===== config.mk =====
export PLATFORM = sky130hd
export DESIGN_NAME = execAlu
export DESIGN_NICKNAME = d
export VERILOG_FILES = /design/src/verilog/mipsDefines.svh /design/src/verilog/mipsPkg.sv /design/src/verilog/execAlu.sv
export SDC_FILE = /design/constraint.sdc
export NUM_CORES = 1
export LEC_CHECK = 0
export ABC_AREA = 1
export BUFFER_PORTS_ARGS = -buffer_cell sky130_fd_sc_hd__buf_2
export CORE_MARGIN = 2
export CORE_UTILIZATION = 46
export DETAILED_ROUTE_END_ITERATION = 8
export GPL_TIMING_DRIVEN = 0
export PLACE_DENSITY_LB_ADDON = 0.1
export SLEW_MARGIN = 0
export SYNTH_ARGS = -nofsm -noshare
export SYNTH_HDL_FRONTEND = slang
export SYNTH_SLANG_ARGS = --single-unit

===== constraint.sdc =====
create_clock -name vclk -period 8.1
set_input_delay 0.405 -clock vclk [all_inputs]
set_output_delay 0.405 -clock vclk [all_outputs]
set_load 0.1 [all_outputs]

===== src/verilog/mipsDefines.svh =====
`ifndef MIPS_DEFINES_SVH
`define MIPS_DEFINES_SVH

// primary opcodes, instr[31:26]
`define OP_RTYPE 6'h00
`define OP_ORI   6'h0d
`define OP_LUI   6'h0f
`define OP_LW    6'h23
`define OP_SW    6'h2b
`define OP_BEQ   6'h04

// r-type function field, instr[5:0]
`define FN_ADD   6'h20
`define FN_ADDU  6'h21
`define FN_SUB   6'h22
`define FN_SUBU  6'h23

// first fetch address after reset
`define RESET_PC 32'h0000_3000

// data memory depth in words
`define DMEM_WORDS 1024

`endif


===== src/verilog/mipsPkg.sv =====
package mipsPkg;

    typedef logic [31:0] word_t;       // data word and byte address
    typedef logic [4:0]  regNum_t;     // gpr index
    typedef logic [15:0] imm16_t;      // raw i-type immediate
    typedef logic [1:0]  stageTime_t;  // tuse / tnew in pipeline stages

    typedef enum logic [1:0] {
        ALU_ADD = 2'd0,  // zero so a bubble decodes as add
        ALU_SUB = 2'd1,
        ALU_OR  = 2'd2,
        ALU_LUI = 2'd3
    } aluOp_t;

    typedef enum logic [1:0] {
        FWD_NONE = 2'd0,  // keep the stage's own copy
        FWD_MEM  = 2'd1,
        FWD_WB   = 2'd2
    } fwdSel_t;

    // decoded once in decode and carried down the pipe
    typedef struct packed {
        aluOp_t     aluOp;
        logic       useImm;    // alu operand b from immediate
        logic       zeroExt;   // ori zero-extends, others sign-extend
        logic       memWrite;
        logic       memToReg;  // result comes from data memory
        logic       regWrite;
        logic       isBeq;
        regNum_t    destReg;
        stageTime_t tuseRs;    // 3 means rs is not read
        stageTime_t tuseRt;
        stageTime_t tnew;      // counted from execute
    } ctrl_t;

    typedef struct packed {
        word_t   pc;
        regNum_t rsNum;
        regNum_t rtNum;
        word_t   rsVal;
        word_t   rtVal;
        word_t   extImm;
        ctrl_t   ctrl;
    } deStage_t;

    typedef struct packed {
        word_t   aluResult;  // also the data memory address
        word_t   storeData;
        regNum_t rtNum;
        ctrl_t   ctrl;
    } emStage_t;

    typedef struct packed {
        word_t aluResult;
        word_t loadData;
        ctrl_t ctrl;
    } mwStage_t;

    typedef struct packed {
        logic    valid;
        regNum_t regNum;
        word_t   data;
    } wbEvent_t;

endpackage


===== src/verilog/execAlu.sv =====
module execAlu (
    input  mipsPkg::deStage_t stage,
    input  mipsPkg::word_t    srcA,    // forwarded rs
    input  mipsPkg::word_t    srcB,    // forwarded rt
    output mipsPkg::word_t    result
);

    mipsPkg::word_t opB;

    assign opB = stage.ctrl.useImm ? stage.extImm : srcB;

    always_comb begin
        case (stage.ctrl.aluOp)
            mipsPkg::ALU_ADD: begin
                result = srcA + opB;  // wraps, addresses for lw/sw too
            end
            mipsPkg::ALU_SUB: begin
                result = srcA - opB;
            end
            mipsPkg::ALU_OR: begin
                result = srcA | opB;
            end
            mipsPkg::ALU_LUI: begin
                result = {opB[15:0], 16'h0000};
            end
            default: begin
                result = '0;
            end
        endcase
    end

endmodule


# Yosys cells after proc, flatten, opt, wreduce, memory -nomap -nowiden
# Index checks and enable logic that the tools add are counted.
dict set report word_totals {
  mem_count 0
  reg_bits 0
  elab_cells 9
  latchBits 0
  mem_bits_ro 0
  ramBits 0
  inputBits 221
  output_inout_bits 32
}
dict set report op_classes {
  n_lt_le_gt_ge 0
  n_div 0
  muxes 2
  bitwise 1
  add_sub_neg 2
  n_shift 0
  n_eq_ne 3
  reduce_logical 1
  mul 0
}
# operator count
set ops {}
lappend ops {{$pmux 32 s4} 1}
lappend ops {{$add 32x32->32} 1}
lappend ops {{$mux 32} 1}
lappend ops {{$or 32x32->32} 1}
lappend ops {{$sub 32x32->32} 1}
lappend ops {{$eq 2x2->1 const B} 2}
lappend ops {{$eq 2x1->1 const B} 1}
lappend ops {{$logic_not 2->1} 1}

# Longest topological paths before layout
dict set report logic_depth {
  word_depth 3
  ltp_mapped 29
  ltp_nobuf 27
}

# Worst setup path after synthesis
# No wires, ideal clock.
dict set report synth_timing {
  path_type {in2out}
  start {input port stage[16] (netlist bit)}
  end {output port result[9]}
  setup_slack_ns 3.059
  stages 18
  arrival_ns 4.636
  required_time_ns 7.695
  cell_sequence {buf_6 buf_6 o21ai_2 ha_1 inv_1 nor2_1 nand2_2 nor2_4 nand2_2 nand2_1 xor2_1 ha_1 nand2_1 inv_1 a21oi_1 nand2_1 xnor2_1 o21ai_0}
}
dict set report synth_between {
  elab_chain_cells 3
  word_cells_on_any_way 5
}
# item line
set synth_rtl {}
lappend synth_rtl {{start: declaration} execAlu.sv:2} ;# input mipsPkg::deStage_t stage,
lappend synth_rtl {{$mux 32 (*)} execAlu.sv:10} ;# assign opB = stage.ctrl.useImm ? stage.extImm : srcB;
lappend synth_rtl {{$sub 32x32->32, or another cell as far along} execAlu.sv:18} ;# result = srcA - opB;
lappend synth_rtl {{$pmux 32 s4 (*)} execAlu.sv:13} ;# case (stage.ctrl.aluOp)
lappend synth_rtl {{end: declaration} execAlu.sv:5} ;# output mipsPkg::word_t result
# Every way passes the cells marked *; elsewhere a longest branch is shown, timed or not.

# Final worst setup path
dict set report layout_timing {
  start {input port stage[16] (netlist bit)}
  end {output port result[16]}
}
# Same word-level chain as after synthesis.

==> reports/metrics.cfg <==
[status]
status = completed

[drt]
wl_per_cell_um = 14.5
initialDrtViolationCount = 377
vias_per_cell = 5.38
wirelength_mm = 15.1
ant_nets = 0
via_count = 5609
drt-pass1-iter-count = 5
drc = 0

[min_path]
hp-class = in -> out
hold_depth = 4

[yosys]
synth_nets = 1060
syn_area_um2 = 4120
synth_cell_types = 41
avgSynthCellArea_um2 = 5.11
ys_seq_area_share_pct = 0
yosysWarnings = 0
syn_inst = 805

[finish]
drive_above_1_share_pct = 20.3
syn_to_final_growth_pct = 19.0
ff_latch_area_um2 = 0
clockBufferCount = 0
seq_cell_count = 0
layout_commonest_cell = nand2_1
diodes = 0
final_cell_mix = 285 x nand2_1, 132 x buf_2, 86 x inv_1
layout.nets = 1191
final_cells = 1042

[timing]
slew_headroom_pct = 55.5
period_needed_ns = 4.71
final_max_slew_viol_count = 0
setup_violations = 0
fmax_ghz = 0.212
whs_ns = 1.36
tightest_slew_ns = 0.667
setup_tns_ns = 0
fin_crit_sh_pct = 58.2
rsz0062_at_grt = no
hold_viol = 0
finalWorstSetupSlack_ns = 3.39

[global_routing]
antenna_found_initial = 0
grt_max_degree = 11
met1_usage_pct = 43.3
top_usage_layer = met2
grt_pass1_wl_mm = 24.7
grt_pass1_vias = 5125
grt.total_usage_pct = 30.8
grtUsageMet2_pct = 51.1
grt_overflow = 0
grt_use_met3_pct = 2.84

[clock_network]
post_cts_resized = 0
postCtsHoldBufs = 0
cts_setup_buffers = 0

[placed_design]
post-place-cells = 1042
place_congestion = 0.981
dp_slack_ns = 3.52
portBuffers = 129
dp_hpwl_mm = 13.3

[floorplanning]
rows = 34
die_h_um = 98.6
die_area_um2 = 9720
core_area_um2 = 8680
num_io_pins = 253
start_util_pct = 47.4
die_x_um = 98.6

[flow_run]
cap_violations = 0

[worst_setup_path]
crit_required_ns = 7.70
endpoint_kind = output pin
worst_setup_path_start_kind = input port
cp.arrival_ns = 4.31
cp_max_fo = 10
crit_type = in -> out

[pwr]
p_leak_nw = 2.78
p_per_area_nw_per_um2 = 141
peakVddDrop_mv = 0.130

-- path summary, 6_finish.rpt --
kind,start,end
worst max-delay path,stage[16],result[16]
worst min-delay path,srcA[3],result[3]
-- cells by family (layout without fill, tap and decap cells) --
group / after synthesis / in the layout / share of synthesized area, %
AND/OR/NAND/NOR: 490 / 490 / 53.2
AO/OA/AOI/OAI: 139 / 139 / 18.5
buffers and inverters: 111 / 240 / 11.2
adder cells (fa/ha/maj): 34 / 34 / 10.5
XOR/XNOR: 31 / 31 / 6.60
-- report_power, final --
group / internal (mW) / switching [mW]
clock network: 0 / 0
logic: 0.169 / 0.519
registers: 0 / 0
-- metrics by stage --
step,cell area (um^2),utilization (%),power [mW]
4_1_cts,4900,56.4,0.679
5_1_grt,4900,56.4,0.745
2_1_floorplan,4120,-,0.535
3_5_place_dp,4900,56.4,0.678
6_report,4900,56.4,0.688
3_3_place_gp,4900,56.4,0.676
-- routing by layer --
metal  share of wire (%)  vias to the layer above
met1                  44                     2426
met5                   0                        -
li1                    -                     2872
met4                 3.1                        0
met3                 9.2                       31
met2                  44                      280
-- cell usage after synthesis (3+ instances only) --
cell | instances | share of area [%]
a21oi_1 | 45 | 5.5
buf_2 | 3 | 0.36
buf_6 | 5 | 1.4
clkbuf_1 | 8 | 0.73
ha_1 | 33 | 10
inv_1 | 86 | 7.8
inv_2 | 5 | 0.46
nand2_1 | 285 | 26
nand2_2 | 18 | 2.7
nand2_4 | 9 | 2.5
nand3_1 | 52 | 6.3
nand3b_1 | 5 | 0.91
nand4_1 | 13 | 2.0
nor2_1 | 78 | 7.1
nor2_2 | 4 | 0.61
nor2_4 | 5 | 1.4
nor3_1 | 9 | 1.1
nor3_2 | 3 | 0.73
o211ai_1 | 5 | 0.91
o21ai_0 | 65 | 7.9
o21ai_1 | 4 | 0.49
o21ai_2 | 3 | 0.64
o21bai_1 | 7 | 1.3
o31ai_1 | 3 | 0.55
xnor2_1 | 6 | 1.3
xor2_1 | 25 | 5.3
-- cell type report --
type,instances,area [um^2]
Fill cell,1006,3780
Multi-Input combinational cell,694,3650
Timing Repair Buffer,129,646
Inverter,93,352
Tap cell,108,135
Buffer,18,109
-- critical path, cell delays in order --
cell      delay, ns
buf_6          0.11
buf_6          0.14
o21ai_2        0.27
ha_1           0.23
inv_1          0.04
nor2_1         0.12
nand2_2        0.10
nor2_4         0.12
nand2_2        0.11
o21ai_0        0.39
xor2_1         0.20
ha_1           0.30
nand2_1        0.11
inv_1          0.06
a21boi_0       0.31
nand2_1        0.18
nand2_1        0.10
nand2_1        0.12
nand2_1        0.08
nand2_1        0.05
o21bai_1       0.26
buf_2          0.48
No activity file was read; power rests on OpenSTA's default activity.
