[src/verilog/mipsDefines.svh]
`ifndef MIPS_DEFINES_SVH
`define MIPS_DEFINES_SVH

// primary opcodes, instr[31:26]
`define OP_RTYPE 6'h00
`define OP_ORI   6'h0d
`define OP_LUI   6'h0f
`define OP_LW    6'h23
`define OP_SW    6'h2b
`define OP_BEQ   6'h04

// r-type function field, instr[5:0]
`define FN_ADD   6'h20
`define FN_ADDU  6'h21
`define FN_SUB   6'h22
`define FN_SUBU  6'h23

// first fetch address after reset
`define RESET_PC 32'h0000_3000

// data memory depth in words
`define DMEM_WORDS 1024

`endif

[src/verilog/mipsPkg.sv]
package mipsPkg;

    typedef logic [31:0] word_t;       // data word and byte address
    typedef logic [4:0]  regNum_t;     // gpr index
    typedef logic [15:0] imm16_t;      // raw i-type immediate
    typedef logic [1:0]  stageTime_t;  // tuse / tnew in pipeline stages

    typedef enum logic [1:0] {
        ALU_ADD = 2'd0,  // zero so a bubble decodes as add
        ALU_SUB = 2'd1,
        ALU_OR  = 2'd2,
        ALU_LUI = 2'd3
    } aluOp_t;

    typedef enum logic [1:0] {
        FWD_NONE = 2'd0,  // keep the stage's own copy
        FWD_MEM  = 2'd1,
        FWD_WB   = 2'd2
    } fwdSel_t;

    // decoded once in decode and carried down the pipe
    typedef struct packed {
        aluOp_t     aluOp;
        logic       useImm;    // alu operand b from immediate
        logic       zeroExt;   // ori zero-extends, others sign-extend
        logic       memWrite;
        logic       memToReg;  // result comes from data memory
        logic       regWrite;
        logic       isBeq;
        regNum_t    destReg;
        stageTime_t tuseRs;    // 3 means rs is not read
        stageTime_t tuseRt;
        stageTime_t tnew;      // counted from execute
    } ctrl_t;

    typedef struct packed {
        word_t   pc;
        regNum_t rsNum;
        regNum_t rtNum;
        word_t   rsVal;
        word_t   rtVal;
        word_t   extImm;
        ctrl_t   ctrl;
    } deStage_t;

    typedef struct packed {
        word_t   aluResult;  // also the data memory address
        word_t   storeData;
        regNum_t rtNum;
        ctrl_t   ctrl;
    } emStage_t;

    typedef struct packed {
        word_t aluResult;
        word_t loadData;
        ctrl_t ctrl;
    } mwStage_t;

    typedef struct packed {
        logic    valid;
        regNum_t regNum;
        word_t   data;
    } wbEvent_t;

endpackage

[src/verilog/instrDecoder.sv]
`include "mipsDefines.svh"

module instrDecoder (
    input  mipsPkg::word_t instr,
    output mipsPkg::ctrl_t ctrl,
    output mipsPkg::word_t extImm
);

    logic [5:0]       opcode;
    logic [5:0]       funct;
    mipsPkg::regNum_t rtNum;
    mipsPkg::regNum_t rdNum;
    mipsPkg::imm16_t  imm;

    assign opcode = instr[31:26];
    assign funct  = instr[5:0];
    assign rtNum  = instr[20:16];
    assign rdNum  = instr[15:11];
    assign imm    = instr[15:0];

    always_comb begin
        ctrl = '0;  // unknown encodings fall through as a nop
        case (opcode)
            `OP_RTYPE: begin
                if (funct inside {`FN_ADD, `FN_ADDU, `FN_SUB, `FN_SUBU}) begin
                    if (funct == `FN_SUB || funct == `FN_SUBU) begin
                        ctrl.aluOp = mipsPkg::ALU_SUB;  // no overflow trap either way
                    end
                    ctrl.regWrite = 1'b1;
                    ctrl.destReg  = rdNum;
                    ctrl.tuseRs   = 2'd1;
                    ctrl.tuseRt   = 2'd1;
                    ctrl.tnew     = 2'd1;
                end
            end
            `OP_ORI, `OP_LUI: begin
                ctrl.aluOp    = (opcode == `OP_ORI) ? mipsPkg::ALU_OR : mipsPkg::ALU_LUI;
                ctrl.useImm   = 1'b1;
                ctrl.zeroExt  = 1'b1;
                ctrl.regWrite = 1'b1;
                ctrl.destReg  = rtNum;
                ctrl.tuseRs   = (opcode == `OP_ORI) ? 2'd1 : 2'd3;  // lui ignores rs
                ctrl.tuseRt   = 2'd3;
                ctrl.tnew     = 2'd1;
            end
            `OP_LW: begin
                ctrl.useImm   = 1'b1;  // base + offset
                ctrl.memToReg = 1'b1;
                ctrl.regWrite = 1'b1;
                ctrl.destReg  = rtNum;
                ctrl.tuseRs   = 2'd1;
                ctrl.tuseRt   = 2'd3;
                ctrl.tnew     = 2'd2;  // ready after memory
            end
            `OP_SW: begin
                ctrl.useImm   = 1'b1;
                ctrl.memWrite = 1'b1;
                ctrl.tuseRs   = 2'd1;
                ctrl.tuseRt   = 2'd2;  // store data needed only in memory stage
            end
            `OP_BEQ: begin
                ctrl.isBeq  = 1'b1;
                ctrl.tuseRs = 2'd0;  // compared in decode
                ctrl.tuseRt = 2'd0;
            end
            default: begin
                ctrl = '0;
            end
        endcase
    end

    assign extImm = ctrl.zeroExt ? {16'h0000, imm} : {{16{imm[15]}}, imm};

endmodule

[config.mk]
export PLATFORM = sky130hd
export DESIGN_NAME = instrDecoder
export DESIGN_NICKNAME = d
export VERILOG_FILES = /design/src/verilog/mipsPkg.sv /design/src/verilog/instrDecoder.sv
export VERILOG_INCLUDE_DIRS = /design/src /design/src/verilog
export SDC_FILE = /design/constraint.sdc
export NUM_CORES = 1
export LEC_CHECK = 0
export BUFFER_PORTS_ARGS = -buffer_cell sky130_fd_sc_hd__buf_2
export CAP_MARGIN = 30
export CORE_MARGIN = 3
export CORE_UTILIZATION = 28
export DETAILED_ROUTE_END_ITERATION = 8
export GPL_TIMING_DRIVEN = 1
export PLACE_DENSITY = 0.92
export SLEW_MARGIN = 20
export SYNTH_ARGS = -nofsm -noshare
export SYNTH_HDL_FRONTEND = slang
export SYNTH_SLANG_ARGS = --single-unit
[constraint.sdc]
create_clock -name vclk -period 1.74
set_clock_uncertainty 0.05 [all_clocks]
set_input_delay 0.174 -clock vclk [all_inputs]
set_output_delay 0.174 -clock vclk [all_outputs]
set_load 0.005 [all_outputs]
# After elaboration in Yosys (flattened, before gate mapping)
# Cells that the tools add are included.
[totals] reg_bits=0 latchBits=0 ramBits=0 mem_bits_ro=0 input_bits=32 out_inout_bits=51 elab_cells=32 n_memories=0
[op_classes] add_sub_neg=0 mul=0 n_div=0 order_cmp=0 n_eq_ne=9 shifts=0 muxes=17 bitwise=0 n_reduce_logical=6
[ops] operator="$eq A6 B6 Y1 const B" n=6
[ops] operator="$mux W32" n=1
[ops] operator="$pmux W4 S4" n=1
[ops] operator="$eq A6 B4 Y1 const B" n=2
[ops] operator="$mux W11" n=1
[ops] operator="$pmux W5 S2" n=1
[ops] operator="$mux W1" n=8
[ops] operator="$eq A6 B3 Y1 const B" n=1
[ops] operator="$logic_not A6 Y1" n=1
[ops] operator="$pmux W2 S3" n=1
[ops] operator="$mux W2" n=2
[ops] operator="$pmux W2 S2" n=1
[ops] operator="$reduce_bool A4 Y1" n=1
[ops] operator="$reduce_or A4 Y1" n=1
[ops] operator="$reduce_or A3 Y1" n=1
[ops] operator="$pmux W1 S2" n=1
[ops] operator="$reduce_or A2 Y1" n=1
[ops] operator="$logic_or A1 B1 Y1" n=1

# Logic depth before layout (Yosys ltp)
[depth] word_depth=5 mapped_depth=4

# Worst setup path after synthesis
# No wires, ideal clock.
[synth_timing] path_kind="input -> output" from="input instr[26]" to="output ctrl[10] in the netlist's numbering" arrival_time_ns=1.321 t_required_ns=1.516 setup_slack_ns=0.195 stages=3 cell_sequence="or4_4 > nor4_4 > a22o_1"
[synth_lines] element="from (decl)" line="instrDecoder.sv:4" rtl="input mipsPkg::word_t instr,"
[synth_lines] element="to (decl)" line="instrDecoder.sv:5" rtl="output mipsPkg::ctrl_t ctrl,"

==> out/qor.txt <==
worst slew pin tran: 0.270 ns
post-synthesis xor/xnor area fraction: 0%
Die Y: 46.3 µm
fraction of layout cells with a size suffix above 1: 77.0%
Net Switching: 0.0478 mW
PD cells: 174 nW/µm²
relative slew slack: 81.9%
sequential share of the synthesized area: 0%
Nets: 134
Post-CTS Hold Buffers: 0
vias in the first global route: 417
Max Cap Violations: 0
final setup vio count: 0
clock buffers: 0
via count: 524
DRC: 0
All-Layer GR Usage: 9.68%
DP HPWL: 1150 µm
Max VDD drop: 74.4 µV
IO Pins: 83
Synth top area share: 54.4%
antenna violations before repair: 0
Final Max Slew Viols: 0
Comb pwr share: 100.0%
Setup CP Type: input port to output pin
largest family of logic cells by synthesized area: buffers and inverters
largest net degree at the start of global routing: 17
fin cells: 115
internal power: 0.0596 mW
hold violation count in the final report: 0
Multi-input gate area: 204 µm²
row count: 13
Sequential Area: 0 µm²
vias per std cell: 4.56
commonest non-fill, non-tap cell in the layout: buf_2
post-layout minimum cycle time: 1.66 ns
cell leakage power: 0.405 nW
most frequent cells in the layout: 64 x buf_2, 6 x a22o_1, 5 x buf_4
first drt pass iteration count: 4
Net Sw Frac: 44.5%
fin crit share: 95.5%
Initial Util: 32.2%
first-pass GRT wire length: 1620 µm
Min Hold Slack: 0.298 ns
Placed Cells: 114
mux share of post-synthesis cell area: 0%
Post-Synth Simple-Gate Area: 31.0%
core area: 1420 µm²
CP Launch Type: input port
status: completed
post-CTS setup repair buffer count: 0
RSZ-0062 raised after global routing: true
gp weighted congestion: 0.639
CP Max Fanout: 5
grt ovf: 0
Overall Power: 0.107 mW
CP endpoint kind: output pin
Mean Syn Cell Area: 7.47 µm²
required time of the critical path: 1.52 ns
Hold Path Class: input port to output pin
chip width: 46.3 µm
filler instances: 153
Area Overhead vs Synth: 35.7%
area fraction in compound gates after synthesis: 13.7%
pre-CTS WS: -0.00697 ns
DR WL/cell: 12.2 µm
Clk pwr share: 0%
DRT antenna net count: 0
top cells by area, synth: buf_4 54%, a22o_1 12%, nor4_4 4.7%, or2_2 4.1%, nor3_1 3.3%
Final WS setup: 0.0791 ns
# port buffers: 66
DR iter-0 viols: 3
seq_cells: 0
synth unique cells: 17
fmax: 602 MHz
crit path DAT: 1.44 ns
yosys synthesis warning count: 0
Yosys top cell by area: buf_4
Reg power frac: 0%
WL final: 1400 µm
Post-Syn Area: 455 µm²
ant diodes: 0
Synth Area in Adders: 0%
Die Area: 2150 µm²
syn nets: 93
Post-Syn Instances: 61
[synth_stat cells, drive strengths merged (2+ instances only)]
master,number
nand3b,2
nand2b,2
or2,4
buf,33
nor3,3
a22o,6
a21oi,2
[critical path: stages]
cell and delay [ns]:
buf_6 0.09, or4_4 0.55, nor4_4 0.21, buf_4 0.19
a22o_1 0.12, buf_2 0.10
[worst paths after layout]
kind                  cells after the start      start  slack, ns         to
worst min-delay path                      0   instr[6]       0.30  extImm[6]
worst max-delay path                      6  instr[30]       0.08    ctrl[8]
[stage by stage]
stage	cell area, µm²	utilization (%)	setup TNS, ns
2_1_floorplan	455	-	0
5_1_grt	618	43.7	-0.00406
3_3_place_gp	594	42.0	0
4_1_cts	598	42.3	0
3_5_place_dp	594	42.0	-0.0151
6_report	618	43.7	0
[area by class of cell]
class / instances / share of cell area [%]
repair buffers: 72 / 63.4
inverters: 1 / 0.607
well taps: 15 / 3.04
multi-input cells: 27 / 33.0
[cell families after synthesis]
| group | after synthesis |
|---|---|
| buffers and inverters | 34 |
| AND/OR/NAND/NOR | 19 |
| AO/OA/AOI/OAI | 8 |
[repair_timing]
item	in CTS	in global routing
gates resized for setup	1	3
endpoints found under the setup margin	5	10
gates cloned	0	1
pin swaps	0	3
[layer usage]
metal | vias up | GRT usage [%] | part of all wire (%)
met5 | - | 0 | 0
met4 | 0 | 1.14 | 1.1
met3 | 4 | 0.391 | 11
met2 | 35 | 21.2 | 54
met1 | 228 | 9.77 | 34
li1 | 257 | - | -
[power groups by stage]
stage / combinational (mW) / clock [mW] / sequential, mW
6_report: 0.107 / 0 / 0
2_1_floorplan: 0.0861 / 0 / 0
5_1_grt: 0.119 / 0 / 0
3_5_place_dp: 0.106 / 0 / 0
3_3_place_gp: 0.103 / 0 / 0
4_1_cts: 0.106 / 0 / 0
No activity file was read; power rests on OpenSTA's default activity.
