### src/verilog/mipsDefines.svh
`ifndef MIPS_DEFINES_SVH
`define MIPS_DEFINES_SVH

// primary opcodes, instr[31:26]
`define OP_RTYPE 6'h00
`define OP_ORI   6'h0d
`define OP_LUI   6'h0f
`define OP_LW    6'h23
`define OP_SW    6'h2b
`define OP_BEQ   6'h04

// r-type function field, instr[5:0]
`define FN_ADD   6'h20
`define FN_ADDU  6'h21
`define FN_SUB   6'h22
`define FN_SUBU  6'h23

// first fetch address after reset
`define RESET_PC 32'h0000_3000

// data memory depth in words
`define DMEM_WORDS 1024

`endif

### src/verilog/mipsPkg.sv
package mipsPkg;

    typedef logic [31:0] word_t;       // data word and byte address
    typedef logic [4:0]  regNum_t;     // gpr index
    typedef logic [15:0] imm16_t;      // raw i-type immediate
    typedef logic [1:0]  stageTime_t;  // tuse / tnew in pipeline stages

    typedef enum logic [1:0] {
        ALU_ADD = 2'd0,  // zero so a bubble decodes as add
        ALU_SUB = 2'd1,
        ALU_OR  = 2'd2,
        ALU_LUI = 2'd3
    } aluOp_t;

    typedef enum logic [1:0] {
        FWD_NONE = 2'd0,  // keep the stage's own copy
        FWD_MEM  = 2'd1,
        FWD_WB   = 2'd2
    } fwdSel_t;

    // decoded once in decode and carried down the pipe
    typedef struct packed {
        aluOp_t     aluOp;
        logic       useImm;    // alu operand b from immediate
        logic       zeroExt;   // ori zero-extends, others sign-extend
        logic       memWrite;
        logic       memToReg;  // result comes from data memory
        logic       regWrite;
        logic       isBeq;
        regNum_t    destReg;
        stageTime_t tuseRs;    // 3 means rs is not read
        stageTime_t tuseRt;
        stageTime_t tnew;      // counted from execute
    } ctrl_t;

    typedef struct packed {
        word_t   pc;
        regNum_t rsNum;
        regNum_t rtNum;
        word_t   rsVal;
        word_t   rtVal;
        word_t   extImm;
        ctrl_t   ctrl;
    } deStage_t;

    typedef struct packed {
        word_t   aluResult;  // also the data memory address
        word_t   storeData;
        regNum_t rtNum;
        ctrl_t   ctrl;
    } emStage_t;

    typedef struct packed {
        word_t aluResult;
        word_t loadData;
        ctrl_t ctrl;
    } mwStage_t;

    typedef struct packed {
        logic    valid;
        regNum_t regNum;
        word_t   data;
    } wbEvent_t;

endpackage

### src/verilog/regFile.sv
module regFile (
    input  logic             clk,
    input  logic             arstN,
    input  mipsPkg::regNum_t rsNum,
    input  mipsPkg::regNum_t rtNum,
    output mipsPkg::word_t   rsData,
    output mipsPkg::word_t   rtData,
    input  logic             writeEn,
    input  mipsPkg::regNum_t writeNum,
    input  mipsPkg::word_t   writeData
);

    mipsPkg::word_t regs [32];
    logic           writeLive;  // a real write lands this cycle

    assign writeLive = writeEn && (writeNum != 5'd0);

    always_ff @(posedge clk or negedge arstN) begin
        if (!arstN) begin
            for (int i = 0; i < 32; i++) begin
                regs[i] <= '0;
            end
        end else if (writeLive) begin
            regs[writeNum] <= writeData;  // $0 never written so it stays zero
        end
    end

    // write-through covers the write-back to decode path
    assign rsData = (writeLive && writeNum == rsNum) ? writeData : regs[rsNum];
    assign rtData = (writeLive && writeNum == rtNum) ? writeData : regs[rtNum];

endmodule

### config.mk
export PLATFORM = sky130hd
export DESIGN_NAME = regFile
export DESIGN_NICKNAME = d
export VERILOG_FILES = /design/src/verilog/mipsDefines.svh /design/src/verilog/mipsPkg.sv /design/src/verilog/regFile.sv
export SDC_FILE = /design/constraint.sdc
export NUM_CORES = 2
export LEC_CHECK = 0
export BUFFER_PORTS_ARGS = -buffer_cell sky130_fd_sc_hd__buf_2
export CORE_MARGIN = 3
export CORE_UTILIZATION = 65
export DETAILED_ROUTE_END_ITERATION = 8
export PLACE_DENSITY = 0.86
export SYNTH_ARGS = -nofsm -noshare
export SYNTH_HDL_FRONTEND = slang
export SYNTH_SLANG_ARGS = --single-unit
export TNS_END_PERCENT = 100
### constraint.sdc
create_clock -name clk -period 6.35 [get_ports clk]
set_input_delay 1.27 -clock clk [delete_from_list [all_inputs] [get_ports clk]]
set_output_delay 1.27 -clock clk [all_outputs]
set_load 0.02 [all_outputs]
# After elaboration in Yosys (flattened, before gate mapping)
# Cells that the tools add are included.
# word_totals
in_bits,50
reg_bits,1024
word_cells,57
# op_classes
order_cmp,4
eq_ne,2
n_reduce_logical,5
n_bitwise,3
n_mux,11
# op_table
operator,count
$bwmux W1024,1
$bmux W32 S5,2
$mux W32,7
$demux W32 S5,1
$ge A6 B6 Y1 const B,3
$not A5 Y6,3
$eq A5 B5 Y1,2
$lt A6 B1 Y1 const B,1
$reduce_bool A5 Y1,1
$logic_and A1 B1 Y1,4

# Logic depth before layout (Yosys ltp)
# logic_depth
word_depth,6
depth_mapped,8
mapped_depth_nobuf,5

# Worst setup path before layout
# Ideal clock, no wire load.
# synth_timing
path_kind,input-to-output
startpoint,in rtNum[0]
endpoint,out rtData[29]
path_slack_ps,2102
arrival_ps,2978
path_stages,7
required_ps,5080
cell_sequence,buf_2 -> buf_4 -> buf_4 -> mux4_2 -> o22ai_1 -> or4_1 -> o21ai_1
# synth_between
elab_chain_len,5
elab_cells_between_ends,7
# synth_lines
item,line,text
"start, declared",regFile.sv:5,"input mipsPkg::regNum_t rtNum,"
$not A5 Y6 (not written as such),regFile.sv:30,assign rtData = (writeLive && writeNum == rtNum) ? writeData : regs[rtNum];
$bmux W32 S5,regFile.sv:30,
$mux W32 (not written as such) (2 in a row),regFile.sv:30,
$mux W32 (*),regFile.sv:30,
"end, declared",regFile.sv:7,"output mipsPkg::word_t rtData,"
# Mark *: on every way between the ends. The rest lies on a longest branch, timed or not. The select of a mux whose other input is x is not followed.

# Final worst setup path
# layout_timing
startpoint,in rtNum[2]
endpoint,out rtData[26]
# The elaborated chain is that of the path after synthesis.

==> load_flow_metrics.sql <==
INSERT INTO impl_metrics (metric_group, metric, value, unit) VALUES
('timing', 'finalCritPeriodShare', '82.1', '%'),
('power', 'power.share.switching', '27.6', '%'),
('clock_network', 'postCtsSetupBuffers', '0', ''),
('clock_network', 'tritoncts.num_buffers', '104', ''),
('drt', 'wirelength', '159', 'mm'),
('global_routing', 'via_count_of_the_first_global_routing_pass', '37700', ''),
('worst_setup_path', 'crit_path_top_delay_cell', 'or3b_2', ''),
('timing', 'fin_skew', '0', 'ns'),
('layout', 'reg.largest.list', 'regs: 1024 flops', ''),
('hold_path', 'worst_hold_startpoint', 'regs[1017]$_DFFE_PN0P_', ''),
('worst_setup_path', 'arrival', '3.94', 'ns'),
('timing', 'tightest_slew', '1.45', 'ns'),
('hold_path', 'worstHoldPathType', 'register to register', ''),
('worst_setup_path', 'criticalPathCategory', 'input port to output pin', ''),
('power', 'power_per_cell_area', '323', 'nW/um2'),
('layout', 'finalInstanceArea', '58300', 'um2'),
('worst_setup_path', 'cp_max_fo', '17', ''),
('worst_setup_path', 'startpoint', 'rtNum[2]', ''),
('place', 'placement.io_buffers', '113', ''),
('status', 'run_status', 'finished clean', ''),
('timing', 'timing.fmax', '0.192', 'GHz'),
('place', 'gp_congestion', '0.891', ''),
('layout', 'post_route_cells_drive_above_1_share', '45.3', '%'),
('run', 'max_cap_violations', '0', ''),
('die', 'die_w', '293', 'um'),
('die', 'die-height', '293', 'um'),
('synth', 'synth.yosys.seq_area_share', '47.9', '%'),
('timing', 'fin_crit', '5.21', 'ns'),
('drt', 'antenna_violating_nets_post_route', '0', ''),
('layout', 'max_reg_flops', '1024', ''),
('synth', 'synth_cell_types', '41', ''),
('power', 'pwr-share-seq', '46.5', '%'),
('die', 'floorplan.io_pins', '114', ''),
('power', 'power.static_leakage', '25.3', 'nW'),
('global_routing', 'grt_first_pass_wirelength', '239', 'mm'),
('worst_setup_path', 'crit_path_cell_trace', 'buf_2 -> or3b_2 -> buf_4 -> o22ai_1 -> or4_1 -> o21ai_1 -> buf_2', ''),
('place', 'dpl.hpwl', '92.4', 'mm'),
('power', 'power.ir.vdd_worst', '0.235', 'mV'),
('die', 'core.rowCount', '104', ''),
('timing', 'report.final.setup_viol', '0', ''),
('synth', 'synth_cells', '3483', ''),
('worst_setup_path', 'max_stage_delay', '0.87', 'ns'),
('power', 'p_int', '0.0136', 'W'),
('die', 'floorplan.die_area', '85700', 'um2'),
('power', 'power_share_of_the_combinational_group', '19.5', '%'),
('drt', 'drc_errors', '0', ''),
('die', 'coreArea', '80900', 'um2'),
('power', 'p_clk_share', '33.9', '%'),
('synth', 'ys_async_sr_fraction', '100', '%'),
('clock_network', 'worstSkewPairLatency', '0.68', 'ns'),
('drt', 'drt_first_iter_violations', '4571', ''),
('drt', 'drt-wirelength-per-cell', '35.0', 'um'),
('clock_network', 'clock-sinks', '1024', ''),
('worst_setup_path', 'cell_repeated_most_along_the_worst_path', 'buf_2', ''),
('global_routing', 'grt_max_degree', '168', ''),
('global_routing', 'grtUsageTotal', '37.6', '%'),
('power', 'net-switching-power', '0.00519', 'W'),
('clock_network', 'cts_repair_resize_count', '0', ''),
('drt', 'dr_pass1_iterations', '6', ''),
('clock_network', 'ctsRootBufferMaster', 'clkbuf_16', ''),
('timing', 'grt_setup_unrepaired', 'false', ''),
('worst_setup_path', 'worstReg2RegStart', 'regs[499]$_DFFE_PN0P_', ''),
('layout', 'areaGrowthSynthToFinish', '9.04', '%'),
('synth', 'ys_seq_elements', '1024', ''),
('synth', 'number_of_flops_mapped_to_enable_cells_by_yosys', '0', ''),
('worst_setup_path', 'startpoint_type', 'input port', ''),
('clock_network', 'tritoncts', 'built', ''),
('timing', 'finalHoldViolations', '0', ''),
('clock_network', 'cts-htree-levels', '3', ''),
('worst_setup_path', 'setup.worst_path.end_class', 'output pin', ''),
('clock_network', 'postCtsHoldBufs', '0', '');
==> critical path: cells and delay by family <==
family | cells | cell delay [ns]
AND/OR/NAND/NOR | 2 | 1.49
AO/OA/AOI/OAI | 2 | 0.29
buffers and inverters | 3 | 0.87
==> kinds of logic after synthesis <==
logic type / synth area share (%)
flip-flops: 47.9
multiplexers: 42.6
XOR/XNOR: 0.164
buffers and inverters: 3.62
AO/OA/AOI/OAI: 3.64
AND/OR/NAND/NOR: 2.07
==> per-stage QoR <==
| step | power (W) | worst slack [ns] | hold slack [ns] | cells | util (%) |
|---|---|---|---|---|---|
| global route | 0.0194 | 1.13 | 0.406 | 4534 | 72.0 |
| finish | 0.0188 | 1.14 | 0.399 | 4540 | 72.0 |
| CTS | 0.0187 | 1.26 | 0.399 | 4533 | 72.0 |
| detailed placement | 0.0124 | 1.28 | 0.383 | 4341 | 67.6 |
| floorplan | 0.0112 | 2.10 | 0.441 | 3483 | - |
| global placement | 0.0120 | 1.30 | 0.376 | 4341 | 67.6 |
==> layout by cell type (no fill, tap or decap), types with 64 or more instances in the layout <==
master | Yosys | routed
mux2_2 | 630 | 630
buf_4 | 36 | 72
mux4_2 | 511 | 511
clkbuf_16 | 0 | 106
nand2_1 | 83 | 64
buf_2 | 87 | 108
mux2_1 | 363 | 363
o22ai_1 | 248 | 248
dfrtp_1 | 1024 | 1024
==> worst paths after layout <==
kind / end / slack (ns) / depth (start not counted)
min in group asynchronous: regs[115]$_DFFE_PN0P_ / 0.71 / 1
worst max-delay path: rtData[26] / 1.14 / 7
max in group asynchronous: regs[328]$_DFFE_PN0P_ / 4.09 / 2
worst min register to register: regs[1017]$_DFFE_PN0P_ / 0.40 / 0
worst min-delay path: regs[1017]$_DFFE_PN0P_ / 0.40 / 0
worst max register to register: regs[499]$_DFFE_PN0P_ / 5.46 / 1
==> power by group through the flow <==
| stage | Sequential, W | Combinational, W | Clock, W |
|---|---|---|---|
| 2_1_floorplan | 0.00841 | 0.00281 | 0 |
| 4_1_cts | 0.00868 | 0.00366 | 0.00640 |
| 3_3_place_gp | 0.00855 | 0.00344 | 0 |
| 3_5_place_dp | 0.00877 | 0.00361 | 0 |
| 6_report | 0.00876 | 0.00368 | 0.00639 |
| 5_1_grt | 0.00885 | 0.00389 | 0.00668 |
==> metal layers <==
metal	GRT usage (%)	vias up	part of all wire (%)
met5	0	-	0.043
met4	22.1	10	6.8
met1	48.1	18800	35
met2	57.6	2696	47
li1	-	13400	-
met3	11.8	741	12
==> cell usage after synthesis, types with 3 or more instances <==
| library cell | n | share of area, % |
|---|---|---|
| dfrtp_1 | 1024 | 48 |
| mux2_2 | 630 | 13 |
| mux4_2 | 511 | 22 |
| mux2_1 | 363 | 7.6 |
| o22ai_1 | 248 | 2.9 |
| clkbuf_1 | 220 | 1.5 |
| buf_2 | 87 | 0.81 |
| nand2_1 | 83 | 0.58 |
| o21ai_1 | 62 | 0.58 |
| or4_1 | 62 | 0.87 |
| buf_1 | 51 | 0.36 |
| buf_4 | 36 | 0.51 |
| nor2_1 | 22 | 0.15 |
| buf_6 | 17 | 0.36 |
| nand3_1 | 10 | 0.094 |
| nand3b_1 | 7 | 0.098 |
| mux2i_1 | 6 | 0.11 |
| xnor2_1 | 6 | 0.098 |
| nor3b_1 | 4 | 0.056 |
| xor2_1 | 4 | 0.066 |
| nor2b_1 | 3 | 0.035 |
| or3_1 | 3 | 0.035 |
==> cell type report <==
type,count,area (um2)
fill,4678,22700
multi-input combinational,2044,26100
tap,1060,1330
timing repair buffer,210,1660
antenna,7,17.5
clock buffer,147,3020
inverter,3,11.3
clock inverter,45,515
sequential,1024,25600
(Power assumes the default switching activity.)
