**src/verilog/mipsDefines.svh**
```systemverilog
`ifndef MIPS_DEFINES_SVH
`define MIPS_DEFINES_SVH

// primary opcodes, instr[31:26]
`define OP_RTYPE 6'h00
`define OP_ORI   6'h0d
`define OP_LUI   6'h0f
`define OP_LW    6'h23
`define OP_SW    6'h2b
`define OP_BEQ   6'h04

// r-type function field, instr[5:0]
`define FN_ADD   6'h20
`define FN_ADDU  6'h21
`define FN_SUB   6'h22
`define FN_SUBU  6'h23

// first fetch address after reset
`define RESET_PC 32'h0000_3000

// data memory depth in words
`define DMEM_WORDS 1024

`endif

```
**src/verilog/mipsPkg.sv**
```systemverilog
package mipsPkg;

    typedef logic [31:0] word_t;       // data word and byte address
    typedef logic [4:0]  regNum_t;     // gpr index
    typedef logic [15:0] imm16_t;      // raw i-type immediate
    typedef logic [1:0]  stageTime_t;  // tuse / tnew in pipeline stages

    typedef enum logic [1:0] {
        ALU_ADD = 2'd0,  // zero so a bubble decodes as add
        ALU_SUB = 2'd1,
        ALU_OR  = 2'd2,
        ALU_LUI = 2'd3
    } aluOp_t;

    typedef enum logic [1:0] {
        FWD_NONE = 2'd0,  // keep the stage's own copy
        FWD_MEM  = 2'd1,
        FWD_WB   = 2'd2
    } fwdSel_t;

    // decoded once in decode and carried down the pipe
    typedef struct packed {
        aluOp_t     aluOp;
        logic       useImm;    // alu operand b from immediate
        logic       zeroExt;   // ori zero-extends, others sign-extend
        logic       memWrite;
        logic       memToReg;  // result comes from data memory
        logic       regWrite;
        logic       isBeq;
        regNum_t    destReg;
        stageTime_t tuseRs;    // 3 means rs is not read
        stageTime_t tuseRt;
        stageTime_t tnew;      // counted from execute
    } ctrl_t;

    typedef struct packed {
        word_t   pc;
        regNum_t rsNum;
        regNum_t rtNum;
        word_t   rsVal;
        word_t   rtVal;
        word_t   extImm;
        ctrl_t   ctrl;
    } deStage_t;

    typedef struct packed {
        word_t   aluResult;  // also the data memory address
        word_t   storeData;
        regNum_t rtNum;
        ctrl_t   ctrl;
    } emStage_t;

    typedef struct packed {
        word_t aluResult;
        word_t loadData;
        ctrl_t ctrl;
    } mwStage_t;

    typedef struct packed {
        logic    valid;
        regNum_t regNum;
        word_t   data;
    } wbEvent_t;

endpackage

```
**src/verilog/hazardUnit.sv**
```systemverilog
module hazardUnit (
    input  mipsPkg::ctrl_t   decCtrl,
    input  mipsPkg::regNum_t decRs,
    input  mipsPkg::regNum_t decRt,
    input  mipsPkg::regNum_t exeRs,
    input  mipsPkg::regNum_t exeRt,
    input  mipsPkg::regNum_t memRt,
    input  mipsPkg::ctrl_t   exeCtrl,
    input  mipsPkg::ctrl_t   memCtrl,
    input  mipsPkg::regNum_t wbDest,
    input  logic             wbWrite,
    output logic             stall,
    output mipsPkg::fwdSel_t decFwdRs,
    output mipsPkg::fwdSel_t decFwdRt,
    output mipsPkg::fwdSel_t exeFwdRs,
    output mipsPkg::fwdSel_t exeFwdRt,
    output mipsPkg::fwdSel_t memFwdRt
);

    mipsPkg::stageTime_t exeRemain;
    mipsPkg::stageTime_t memRemain;
    logic                decActive;  // decode holds a real instruction
    logic                rsStall;
    logic                rtStall;
    logic                memReady;   // memory stage result already computed

    // true when the producer will not have its value by the time it is used
    function automatic logic late(input mipsPkg::regNum_t num, input mipsPkg::ctrl_t prod,
                                  input mipsPkg::stageTime_t remain,
                                  input mipsPkg::stageTime_t tuse);
        return (num != 5'd0) && prod.regWrite && (prod.destReg == num) && (remain > tuse);
    endfunction

    // memory beats write-back, $0 is never forwarded
    function automatic mipsPkg::fwdSel_t pick(input mipsPkg::regNum_t num, input logic memOk,
                                              input logic wbOk);
        mipsPkg::fwdSel_t sel;
        sel = mipsPkg::FWD_NONE;
        if (num != 5'd0) begin
            if (memOk && memCtrl.destReg == num) begin
                sel = mipsPkg::FWD_MEM;
            end else if (wbOk && wbWrite && wbDest == num) begin
                sel = mipsPkg::FWD_WB;
            end
        end
        return sel;
    endfunction

    assign exeRemain = exeCtrl.tnew;                                 // nothing passed yet
    assign memRemain = (memCtrl.tnew == 2'd0) ? 2'd0 : memCtrl.tnew - 2'd1;
    assign memReady  = memCtrl.regWrite && (memRemain == 2'd0);     // lw still in flight here

    assign decActive = decCtrl.regWrite || decCtrl.memWrite || decCtrl.isBeq;
    assign rsStall   = late(decRs, exeCtrl, exeRemain, decCtrl.tuseRs)
                    || late(decRs, memCtrl, memRemain, decCtrl.tuseRs);
    assign rtStall   = late(decRt, exeCtrl, exeRemain, decCtrl.tuseRt)
                    || late(decRt, memCtrl, memRemain, decCtrl.tuseRt);
    assign stall     = decActive && (rsStall || rtStall);

    assign decFwdRs = pick(decRs, memReady, 1'b0);  // regfile write-through covers wb
    assign decFwdRt = pick(decRt, memReady, 1'b0);
    assign exeFwdRs = pick(exeRs, memReady, 1'b1);
    assign exeFwdRt = pick(exeRt, memReady, 1'b1);
    assign memFwdRt = pick(memRt, 1'b0, 1'b1);      // store data, only wb is later

endmodule

```
**config.mk**
```make
export PLATFORM = sky130hd
export DESIGN_NAME = hazardUnit
export DESIGN_NICKNAME = d
export VERILOG_FILES = /design/src/verilog/mipsDefines.svh /design/src/verilog/mipsPkg.sv /design/src/verilog/hazardUnit.sv
export SDC_FILE = /design/constraint.sdc
export NUM_CORES = 1
export LEC_CHECK = 0
export BUFFER_PORTS_ARGS = -buffer_cell sky130_fd_sc_hd__buf_2
export CAP_MARGIN = 20
export CORE_ASPECT_RATIO = 0.8
export CORE_MARGIN = 10
export CORE_UTILIZATION = 25
export DETAILED_ROUTE_END_ITERATION = 10
export GPL_ROUTABILITY_DRIVEN = 0
export SLEW_MARGIN = 20
export SYNTH_ARGS = -nofsm -noshare
export SYNTH_HDL_FRONTEND = slang
export SYNTH_SLANG_ARGS = --single-unit
```
**constraint.sdc**
```tcl
create_clock -name vclk -period 3.21
set_input_delay 0.4815 -clock vclk [all_inputs]
set_output_delay 0.4815 -clock vclk [all_outputs]
set_load 0.05 [all_outputs]
```
# == After elaboration in Yosys (flattened, before gate mapping) ==
# Index checks and enable logic that the tools add are counted.
# totals
romBits,0
latch_bits,0
mem_bits_rw,0
input_bits,88
regBits,0
wordCells,60
out_inout_bits,11
memories,0
# classes
n_shift,0
n_lt_le_gt_ge,4
reduce_logical,33
add_sub_neg,1
eq_ne,9
n_mul,0
n_mux,13
div_mod_pow,0
bitwise_logic,0
# ops
op,n
$eq 5x5->1,9
$reduce_bool 5->1,5
$logic_and 1x1->1,21
$mux 2,10
$gt 2x2->1,4
$logic_or 1x1->1,5
$logic_not 2->1,2
$mux 1,3
$sub 2x1->2 const B,1

# == Logic depth before layout (Yosys ltp) ==
# logic_depth
depth_word,7
depth_mapped,6
mapped_depth_nobuf,6

# == Least setup slack after synthesis ==
# No wires, ideal clock.
# synth_timing
path_kind,input-to-output
start,in decCtrl[5] (netlist name)
end,out stall
path_buffers,0
arrival_time_ps,1747
slack_ps,982
stages,6
required_ps,2728
cell_sequence,inv_1 > ha_1 > a21oi_1 > nand4_1 > o32ai_1 > o32a_1
# synth_between
elab_chain_len,5
elab_cells_between_ends,7
classes_between,order compare: 2; reduce/logical: 5
# synth_lines
item,line_no,text
start: declaration,hazardUnit.sv:2,"input mipsPkg::ctrl_t decCtrl,"
$gt 2x2->1,hazardUnit.sv:31,return (num != 5'd0) && prod.regWrite && (prod.destReg == num) && (remain > tuse);
$logic_and 1x1->1,hazardUnit.sv:31,
$logic_or 1x1->1 *,hazardUnit.sv:55,"|| late(decRs, memCtrl, memRemain, decCtrl.tuseRs);"
$logic_or 1x1->1 *,hazardUnit.sv:58,assign stall = decActive && (rsStall || rtStall);
$logic_and 1x1->1 *,hazardUnit.sv:58,
end: declaration,hazardUnit.sv:12,"output logic stall,"
# Mark *: on every way between the ends. The rest lies on a longest branch, timed or not.

# == Worst setup path in the final report ==
# Ends and elaborated chain as after synthesis.

==> impl_metrics.py <==
metrics = {
    "synthesis": {
        "ys_types": 27,
        "synth-xor-area-share": 0.449,
        "synth_warnings": 0,
        "synthMuxAreaShare": 0,
        "synth_compound_area_frac": 0.0881,
        "syn_avg_cell_area_sq_um": 7.35,
        "synthCells": 114,
        "synth_area_sq_um": 838,
        "synth_top_family_by_area": "XOR/XNOR gates",
        "synthAdderAreaFrac": 0.119,
        "ys_seq_area_frac": 0,
        "synthSimpleGateAreaFrac": 0.299,
    },
    "power": {
        "finalPower_mw": 0.150,
        "ir_drop_uv": 38.1,
        "power.density_nw_per_um2": 127,
        "leakage_nw": 0.578,
    },
    "timing": {
        "period_minus_slack_ns": 2.47,
        "min_period_over_period": 0.770,
        "drv_slew": 0,
        "setup_viol": 0,
        "grt_setup_unrepaired": "false",
        "timing.final.hold_violations": 0,
        "max_freq_mhz": 404,
        "final.setup.tns_ns": 0,
        "layout_setup_ws_ns": 0.738,
    },
    "route": {
        "vias_per_cell": 4.58,
        "drc_errors": 0,
        "final_antenna_net_count": 0,
        "firstDrtPassIters": 4,
        "wirelength_mm": 3.04,
        "wl_per_cell_microns": 14.1,
        "num_vias": 984,
        "dr.first_iter.drc_count": 25,
    },
    "setup_path": {
        "end_kind": "output pin",
        "critical_path_required_ns": 2.73,
        "critPathLaunchType": "input pin",
        "setup.worst_path.end": "stall",
        "path_class": "in2out",
        "critPathArrivalTime_ns": 1.99,
        "crit_start": "decCtrl[5]",
        "crit_fanout": 2,
    },
    "finish": {
        "final_nets": 273,
        "n_antenna_cell": 0,
        "utilization": 0.375,
        "layout-drive-gt1-share": 0.366,
        "seqCellArea_sq_um": 0,
        "flops_and_latches": 0,
        "syn_to_final_growth_pct": 41.2,
        "nClkBuffers": 0,
        "post-route-cell-area_sq_um": 1180,
    },
    "grt": {
        "groute.usage.overall": 0.0921,
        "antenna_found_initial": 0,
        "grt_pass1_vias": 1095,
        "grt-ovfl-total": 0,
        "grt_max_degree": 6,
        "grt_pass1_wl_mm": 4.91,
    },
    "place": {
        "dp_hpwl_mm": 2.90,
        "post_dp_cell_area_sq_um": 1180,
        "port_buffers": 62,
        "post-place-ws_ns": 0.763,
    },
    "status": {
        "status": "complete, no violations",
    },
    "run": {
        "max_cap_violations": 0,
    },
    "die": {
        "dieArea_sq_um": 6080,
        "die_h_microns": 71.8,
        "die_x_microns": 84.7,
        "io_pins": 99,
        "start_util": 0.266,
        "fp-row-count": 18,
        "core_sq_um": 3150,
    },
    "hold_path": {
        "hp-class": "in2out",
    },
    "clocking": {
        "hold_buffers": 0,
        "cts_resized": 0,
        "post_cts_buffers": 0,
    },
}
report_power, final:
group / total (mW) / switching [mW] / internal (mW)
combinational: 0.150 / 0.0808 / 0.0695
clock: 0 / 0 / 0
sequential: 0 / 0 / 0
cell usage after synthesis:
cell      instances  share of area
xor2_1           26           0.27
xnor2_1          17           0.18
nor2_1           11          0.049
ha_1              8           0.12
nand2_1           5          0.022
nand4_1           5          0.037
nor2b_1           5          0.037
nor4_1            5          0.037
a21oi_1           4          0.024
buf_4             3          0.027
inv_1             3          0.013
nor3_1            3          0.018
or4_1             3          0.027
nand3_1           2          0.012
o211ai_1          2          0.018
and2_1            1         0.0075
and3_1            1         0.0075
and4_1            1          0.010
conb_1            1         0.0045
nand2b_1          1         0.0075
nand4b_1          1          0.010
nor4_2            1          0.015
o21ai_0           1         0.0060
o21ai_2           1          0.010
o22ai_1           1         0.0075
o32a_1            1          0.012
o32ai_1           1          0.010
final cells by class:
type	instances	area [sq um]
Fill cell	375	1970
Tap cell	40	50.0
Multi-Input combinational cell	110	812
Inverter	3	11.3
Timing Repair Buffer	62	310
cells by family (layout without fill, tap and decap cells):
kind of cell             Yosys count  after routing
adder cells (fa/ha/maj)            8              8
AO/OA/AOI/OAI                     11             11
buffers and inverters              6             65
XOR/XNOR                          43             43
other                              1              3
AND/OR/NAND/NOR                   45             45
cells in the final DEF, fill, tap and decap left out, drive strengths merged, types with 2 or more instances in the layout:
cell / synthesis / layout
nand4: 5 / 5
buf: 3 / 62
nor3: 3 / 3
nand3: 2 / 2
ha: 8 / 8
o21ai: 2 / 2
o211ai: 2 / 2
conb: 1 / 3
nor4: 6 / 6
xnor2: 17 / 17
nor2b: 5 / 5
nand2: 5 / 5
xor2: 26 / 26
nor2: 11 / 11
or4: 3 / 3
inv: 3 / 3
a21oi: 4 / 4
critical path, stage by stage:
cell and delay (ns):
buf_2 0.07, inv_1 0.06, ha_1 0.31, a21oi_1 0.13
nand4_1 0.12, o32ai_1 0.38, o32a_1 0.18, buf_2 0.25
worst min-delay path by stage:
stage	slack, ns	startpoint	endpoint	cells after the start
5_1_grt	1.37	memCtrl[1]	decFwdRs[0]	3
3_5_place_dp	1.34	memCtrl[1]	decFwdRs[0]	3
6_report	1.34	memCtrl[1]	decFwdRs[0]	3
4_1_cts	1.34	memCtrl[1]	decFwdRs[0]	3
3_3_place_gp	1.34	memCtrl[1]	decFwdRs[0]	3
2_1_floorplan	1.14	memCtrl[1]	decFwdRs[0]	1
per-stage QoR:
step | hold WS (ns) | cells
2_1_floorplan | 1.14 | 116
3_3_place_gp | 1.34 | 215
3_5_place_dp | 1.34 | 215
4_1_cts | 1.34 | 215
5_1_grt | 1.37 | 215
6_report | 1.34 | 215
layer usage:
metal | up-vias | wire length (microns) | part of all wire | GRT usage
met5 | - | 0 | 0 | 0
met1 | 447 | 1290 | 0.43 | 0.102
met2 | 15 | 1660 | 0.55 | 0.192
met4 | 0 | 0 | 0 | 0.00182
met3 | 0 | 84 | 0.028 | 0.00904
li1 | 522 | - | - | -
No activity file was read; power rests on OpenSTA's default activity.
